===== src/source/mem_bus_pkg.sv =====
////////////////////////////////////////////////////////////////////////////
// System bus encodings
////////////////////////////////////////////////////////////////////////////

package mem_bus_pkg;

   // Requester codes, also used to pick the destination strobe
   typedef enum logic [1:0]
   {
      src_ic  = 2'd0,
      src_dc  = 2'd1,
      src_dma = 2'd2
   } bus_src_t;

   // One data beat on the bus
   typedef logic [31:0] bus_word_t;

   // A line travels as four beats, lowest word first
   localparam int line_beats = 4;

   // Largest write the bus can issue in one request
   localparam int max_wr_bytes = 8;

   // Request as captured from the bus
   // size is bytes minus one, rw high for a write
   typedef struct packed
   {
      logic [15:0]                     addr;
      logic [$clog2(max_wr_bytes)-1:0] size;
      logic                            rw;
      bus_src_t                        src;
   } bus_req_t;

endpackage


===== src/source/mem_store_pkg.sv =====
////////////////////////////////////////////////////////////////////////////
// Memory bank geometry
////////////////////////////////////////////////////////////////////////////

package mem_store_pkg;

   // Bytes in one bus line and in one bank row
   localparam int line_bytes = 16;
   localparam int row_bytes  = 32;

   // Byte offset inside a line, taken from the low address bits
   localparam int byte_off_w = 4;

   // A line is half of a row, address bit 4 picks the half
   typedef logic [8*line_bytes-1:0] mem_line_t;
   typedef logic [8*row_bytes-1:0]  mem_row_t;

   // One enable per row byte
   typedef logic [row_bytes-1:0] byte_en_t;

endpackage

===== src/source/mem_ctrl_if.sv =====


// Execute to result, carries a read line and who asked for it
interface mem_line_if
   import mem_bus_pkg::*, mem_store_pkg::*;
();

   logic      valid;
   mem_line_t line;
   bus_src_t  src_code;
   logic      take;

   modport src
   (
      output valid, line, src_code,
      input  take
   );

   modport dst
   (
      input  valid, line, src_code,
      output take
   );

endinterface


===== src/source/bus_reply_result.sv =====
////////////////////////////////////////////////////////////////////////////
// Read line return over the bus
////////////////////////////////////////////////////////////////////////////

`timescale 1ns/100ps

module bus_reply_result
   import mem_bus_pkg::*, mem_store_pkg::*;
(
   input  logic      bus_clk,
   input  logic      rst,
   mem_line_if.dst   line,
   input  logic      bg,
   output logic      br,
   output logic      dest_ic,
   output logic      dest_dc,
   output logic      rd_valid,
   output bus_word_t rd_data
);

   localparam int beat_w = $clog2(line_beats);
   localparam int word_w = $bits(bus_word_t);

   typedef enum logic [1:0]
   {
      st_idle,
      st_request,
      st_send
   } reply_state_t;

   reply_state_t      state;
   mem_line_t         hold_line;
   bus_src_t          hold_src;
   logic [beat_w-1:0] beat;

   // A new line is only taken when the bus side is idle
   assign line.take = (state == st_idle);

   ////////////////////////////////////////////////////////////////////////////
   // Reply FSM
   ////////////////////////////////////////////////////////////////////////////

   always_ff @(posedge bus_clk)
   begin
      if (rst)
      begin
         state <= st_idle;
         beat  <= '0;
      end
      else
      begin
         case (state)
            st_idle:
            begin
               if (line.valid)
                  state <= st_request;
            end
            // Bus request stays up until the arbiter grants
            st_request:
            begin
               beat <= '0;
               if (bg)
                  state <= st_send;
            end
            st_send:
            begin
               beat <= beat + 1'b1;
               if (beat == beat_w'(line_beats - 1))
                  state <= st_idle;
            end
            default:
               state <= st_idle;
         endcase
      end
   end

   always_ff @(posedge bus_clk)
   begin
      if (line.valid && line.take)
      begin
         hold_line <= line.line;
         hold_src  <= line.src_code;
      end
   end

   // Strobe follows the requester for all four beats
   assign br       = (state == st_request);
   assign rd_valid = (state == st_send);
   assign dest_ic  = rd_valid && (hold_src == src_ic);
   assign dest_dc  = rd_valid && (hold_src == src_dc);
   assign rd_data  = hold_line[beat*word_w +: word_w];

endmodule


===== src/flat_wrapper.sv =====
// flat-port wrapper written by rule: the top's interface ports become plain ports
module bus_reply_result_flat import mem_bus_pkg::*, mem_store_pkg::*;
  (bus_clk, rst, bg, br, dest_ic, dest_dc, rd_valid, rd_data, line_valid, line_line, line_src_code, line_take);
  mem_line_if line_i ();
  input  logic bus_clk;
  input  logic rst;
  input  logic bg;
  output logic br;
  output logic dest_ic;
  output logic dest_dc;
  output logic rd_valid;
  output bus_word_t rd_data;
  input wire logic [$bits(line_i.valid)-1:0] line_valid;
  input wire logic [$bits(line_i.line)-1:0] line_line;
  input wire logic [$bits(line_i.src_code)-1:0] line_src_code;
  output wire logic [$bits(line_i.take)-1:0] line_take;
  assign line_i.valid = line_valid;
  assign line_i.line = line_line;
  assign line_i.src_code = line_src_code;
  assign line_take = line_i.take;
  bus_reply_result u_core (.bus_clk(bus_clk), .rst(rst), .line(line_i), .bg(bg), .br(br), .dest_ic(dest_ic), .dest_dc(dest_dc), .rd_valid(rd_valid), .rd_data(rd_data));
endmodule

===== config.mk =====
export PLATFORM = sky130hd
export DESIGN_NAME = bus_reply_result_flat
export DESIGN_NICKNAME = d
export VERILOG_FILES = /design/src/source/mem_bus_pkg.sv /design/src/source/mem_store_pkg.sv /design/src/source/mem_ctrl_if.sv /design/src/source/bus_reply_result.sv /design/src/flat_wrapper.sv
export SDC_FILE = /design/constraint.sdc
export NUM_CORES = 1
export LEC_CHECK = 0
export ABC_AREA = 1
export BUFFER_PORTS_ARGS = -buffer_cell sky130_fd_sc_hd__clkbuf_2
export CORE_UTILIZATION = 34
export CTS_BUF_LIST = sky130_fd_sc_hd__clkbuf_4 sky130_fd_sc_hd__clkbuf_8 sky130_fd_sc_hd__clkbuf_16
export CTS_CLUSTER_DIAMETER = 60
export DETAILED_ROUTE_END_ITERATION = 8
export GPL_ROUTABILITY_DRIVEN = 0
export RECOVER_POWER = 25
export SLEW_MARGIN = 5
export SYNTH_ARGS = -nofsm -noshare
export SYNTH_HDL_FRONTEND = slang
export SYNTH_SLANG_ARGS = --single-unit

===== constraint.sdc =====
create_clock -name bus_clk -period 4.5 [get_ports bus_clk]
set_input_delay 0.225 -clock bus_clk [delete_from_list [all_inputs] [get_ports bus_clk]]
set_output_delay 0.225 -clock bus_clk [all_outputs]
set_load 0.03 [all_outputs]

==> out/qor.yml, run 1 <==
p_per_area_mw_per_mm2: 528
p_sw_mw: 1.30
dp_slack_ps: 2090
syn_to_final_growth_pct: 55.5
portBuffers: 170
fin_crit_ps: 2750
nets: 788
grt_max_degree: 79
clock_path_buffers: 2
timing.critical_path.cells: "buf_4 > inv_2 > o21ai_0 > o22ai_1 > clkbuf_2"
synth_seq_cells: 134
cts_buffers: 17
regArea_sq_mm: 0.00399
h-tree-depth: 4
clock-sinks: 134
drt_iter0_drc: 227
end_kind: "output pin"
cts_setup_buffers: 0
cts_tree: "built"
arrival_ps: 2520
total_power_mw: 4.17
power_leakage_nw: 3.16
rows: 44
detail-route-antenna-nets: 0
r2r-start: "u_core.state[1]$_SDFFE_PP0P_"
finalClockSkew_ps: 6.57
worstMarginPinSlew_ps: 1130
relSlewSlack: 0.248
dp_hpwl_um: 7180
setup_viol: 0
grt_pass1_wl_um: 20500
startpoint_type: "flip-flop"
setup_ws_ps: 1750
status: "complete, no violations"
yosysSeqAreaShare: 0.785
setup-tns-final_ps: 0
hold_violations: 0
drive_above_1_share: 0.308
rr_worst_depth: 5
syn-num-nets: 485
insertedDiodeCount: 0
yosysUniqueCellTypes: 21
nFillCells: 1203
combPwrFrac: 0.252
wl_per_cell_um: 15.4
peakVddDrop_v: 0.000280
die_h_um: 124
yosysWarnings: 0
swShare: 0.311
rsz0062_at_grt: "no"
min_path_type: "in2reg"
clkTransAtPathRegs_ps: 50
routed_wirelength_um: 13000
multi_input_area_sq_um: 907
root_buffer: "clkbuf_16"
track_usage: 0.174
antenna_found_initial: 0
overflow: 0
cp_slowest_stage_delay_ps: 560
syn_inst: 347
rrSetupSlack_ps: 2180
crit_required_ps: 4280
vias_per_cell: 4.68
cp_max_fo: 33
cap_violations: 0
power.internal_mw: 2.87
grt_pass1_vias: 4098
clock_latency_ps: 410
die_area_sq_mm: 0.0154
crit_type: "reg2out"
worstSetupEndpoint: "rd_data[31]"
drtPass1Iterations: 4
power_frac_clock: 0.316
fin_crit_sh: 0.610
cp-startpoint: "u_core.beat[1]$_SDFFE_PP0P_"
drc: 0
slew_violations: 0
synth_area_per_cell_sq_um: 14.6
cpMaxStageDelayCell: "dfxtp_1"
final_core_util: 0.543
vias: 3957
dieWidth_um: 124
initial_core_util: 0.349
core_sq_mm: 0.0145
syn_area_sq_mm: 0.00508
boundaryPins: 171
power_frac_seq: 0.432
max_freq_mhz: 364
worstReg2RegEnd: "u_core.hold_line[68]$_DFFE_PP_"
## cell type report
class,count,share of cell area
Clock inverter,10,0.0136
Sequential cell,134,0.505
Inverter,10,0.00507
Multi-Input combinational cell,184,0.115
Clock buffer,21,0.0577
Tap cell,184,0.0292
Timing Repair Buffer,303,0.275
## cells in the final DEF, fill, tap and decap left out, types with 4 or more instances in the layout
cell type and n:
buf_4 4, clkbuf_16 17, clkbuf_2 167, clkbuf_4 4, dlygate4sd3_1 129, edfxtp_1 130, ha_1 4, inv_1 7
nand2_1 8, nor2_1 68, o21ai_0 44, o21ai_1 20, o22ai_1 32
## how the worst min path moves through the flow
stage | startpoint | endpoint | slack (ps) | depth (start not counted)
floorplan | rst | u_core.beat[1]$_SDFFE_PP0P_ | 290 | 1
finish | rst | u_core.beat[0]$_SDFFE_PP0P_ | 30 | 2
global placement | line_line[34] | u_core.hold_line[34]$_DFFE_PP_ | 400 | 1
detailed placement | line_line[106] | u_core.hold_line[106]$_DFFE_PP_ | 400 | 1
global route | rst | u_core.beat[0]$_SDFFE_PP0P_ | 10 | 2
CTS | line_line[12] | u_core.hold_line[12]$_DFFE_PP_ | 2 | 1
## metrics by stage
| stage | hold slack, ps | std cells | instance area [sq um] |
|---|---|---|---|
| after global routing | 13.9 | 846 | 7890 |
| final | 25.8 | 846 | 7890 |
| after floorplan | 294 | 347 | 5080 |
| after detailed placement | 404 | 686 | 6040 |
| after CTS | 1.57 | 845 | 7890 |
| after global placement | 402 | 686 | 6040 |
## power groups by stage
stage | sequential, mW | combinational [mW] | clock, mW
global route | 1.82 | 1.14 | 1.40
global placement | 1.82 | 0.943 | 0
detailed placement | 1.82 | 0.965 | 0
CTS | 1.80 | 1.05 | 1.34
floorplan | 1.85 | 0.681 | 0
finish | 1.80 | 1.05 | 1.32
## synthesized netlist by cell type, drive strengths merged
cell,number,share of area
edfxtp,130,0.77
clkbuf,2,0.0020
a21oi,2,0.0020
nor3b,1,0.0015
nand3,2,0.0020
o21ai,64,0.063
o22ai,32,0.039
a211oi,1,0.0025
dfxtp,4,0.016
buf,17,0.027
nor3,1,0.00098
or2,1,0.0012
nor2,68,0.050
nand2,8,0.0059
inv,10,0.0074
ha,4,0.0099
## worst max-delay path, delay by kind of cell (launching register included)
| family | cells | cell delay (ps) |
|---|---|---|
| buffers and inverters | 3 | 1070 |
| AO/OA/AOI/OAI | 2 | 470 |
| flip-flops | 1 | 560 |
## what timing repair did
item / CTS / global route
hold endpoints to repair: 128 / 1
resized for setup: 0 / 0
hold buffers: 128 / 1
## metal layers
layer / share of wire / GRT usage / vias up
met3: 0.060 / 0.0513 / 24
met1: 0.41 / 0.204 / 1875
li1: - / - / 1902
met4: 0.016 / 0.0595 / 0
met5: 0 / 0 / -
met2: 0.51 / 0.301 / 156
## state kept, by name, indices dropped and copies added (netlist names)
signal	count
u_core.hold_line	128
u_core.beat	2
u_core.hold_src	2
u_core.state	2
## kinds of logic after synthesis
group                    synth area share
flip-flops                          0.785
AO/OA/AOI/OAI                       0.107
AND/OR/NAND/NOR                    0.0619
buffers and inverters              0.0367
adder cells (fa/ha/maj)           0.00986
Note: power is estimated with default switching activity, not from simulation.
==> run 2: changes to the inputs <==
==> constraint.sdc (replaced) <==
create_clock -name bus_clk -period 2.7 [get_ports bus_clk]
set_input_delay 0.135 -clock bus_clk [delete_from_list [all_inputs] [get_ports bus_clk]]
set_output_delay 0.135 -clock bus_clk [all_outputs]
set_load 0.03 [all_outputs]
==> out/qor.yml, run 2 (same netlist as run 1, synthesis figures left out) <==
grt_pass1_wl_um: 21000
clock-sinks: 134
nets: 793
hold_violations: 0
p_sw_mw: 2.22
cp_max_fo: 67
hold_ws_ps: 198
final_core_util: 0.551
routed_wirelength_um: 13000
setup_ws_ps: 466
wl_per_cell_um: 15.3
drc: 0
fin_crit_ps: 2230
grt_pass1_vias: 4289
overflow: 0
swShare: 0.311
power_frac_seq: 0.422
rrSetupSlack_ps: 1030
insertedDiodeCount: 0
drive_above_1_share: 0.325
setup_viol: 0
track_usage: 0.177
combPwrFrac: 0.257
drtPass1Iterations: 4
slew_violations: 0
startpoint_type: "flip-flop"
setup-tns-final_ps: 0
syn_to_final_growth_pct: 57.7
p_per_area_mw_per_mm2: 890
die_area_sq_mm: 0.0154
vias: 3958
dp_slack_ps: 967
status: "complete, no violations"
cpMaxStageDelayCell: "buf_4"
dieWidth_um: 124
cp_slowest_stage_delay_ps: 550
clock_path_buffers: 2
final_common_cell: "clkbuf_2"
worstMarginPinSlew_ps: 686
drt_iter0_drc: 264
power.internal_mw: 4.91
clkTransAtPathRegs_ps: 60
rr_worst_depth: 7
cts_buffers: 17
vias_per_cell: 4.65
die_h_um: 124
largest_register_ffs: 128
crit_required_ps: 2570
finalClockSkew_ps: 4.97
h-tree-depth: 4
final_cells: 851
boundaryPins: 171
relSlewSlack: 0.543
arrival_ps: 2100
max_freq_mhz: 448
grt_max_degree: 68
crit_type: "reg2out"
timing.critical_path.cells: "buf_4 > o21ai_0 > o22ai_1 > clkbuf_2"
min_delay_path_depth: 7
fin_crit_sh: 0.827
cap_violations: 0
portBuffers: 170
rows: 44
clock_latency_ps: 410
power_frac_clock: 0.322
peakVddDrop_v: 0.000476
antenna_found_initial: 0
root_buffer: "clkbuf_16"
core_sq_mm: 0.0145
cts_tree: "built"
final_cell_mix: "clkbuf_2 (170), dlygate4sd3_1 (131), edfxtp_1 (130)"
end_kind: "output pin"
regMostFlops: "u_core.hold_line"
power_leakage_nw: 3.21
rsz0062_at_grt: "no"
dp_hpwl_um: 7460
dp_cells: 689
min_path_type: "in2reg"
detail-route-antenna-nets: 0
initial_core_util: 0.349
==> run 2: final timing paths <==
kind                                 from                      endpoint
max           u_core.beat[0]$_SDFFE_PP0P_                    rd_data[8]
min                                    bg  u_core.state[0]$_SDFFE_PP0P_
max reg2reg   u_core.beat[0]$_SDFFE_PP0P_  u_core.state[1]$_SDFFE_PP0P_
min reg2reg  u_core.state[0]$_SDFFE_PP0P_  u_core.state[0]$_SDFFE_PP0P_
==> run 2: layout make-up <==
cell class                      count  area [sq um]
Fill cell                        1207          6530
Sequential cell                   134          3990
Timing Repair Buffer              308          2240
Multi-Input combinational cell    184           922
Clock buffer                       17           425
Tap cell                          184           230
Clock inverter                     14           161
Inverter                           10          41.3
==> run 2: through the flow <==
stage | power, mW | cell area, sq um
global route | 7.47 | 8010
detailed placement | 4.73 | 6110
CTS | 7.17 | 8010
floorplan | 4.23 | 5100
global placement | 4.67 | 6110
finish | 7.13 | 8010
==> run 2: what timing repair did <==
item	in CTS	in global routing
hold buffers	131	0
hold endpoints to repair	132	0
resized for setup	0	0
setup buffers	0	0
==> run 2: layer usage <==
metal	share of wire	GRT usage	up-vias
met2	0.52	0.305	135
met4	0.017	0.0680	0
met1	0.40	0.203	1891
li1	-	-	1913
met3	0.055	0.0582	19
met5	0	0	-
==> run 2: power groups by stage <==
stage	logic, mW	registers [mW]	clock network (mW)
6_report	1.83	3.01	2.29
2_1_floorplan	1.18	3.05	0
3_3_place_gp	1.64	3.03	0
4_1_cts	1.84	3.00	2.33
5_1_grt	1.98	3.04	2.44
3_5_place_dp	1.68	3.04	0
==> run 2: worst max-delay path, delay by kind of cell, from the launching register on <==
family	cells	cell delay [ps]
flip-flops	1	330
AO/OA/AOI/OAI	2	510
buffers and inverters	2	810
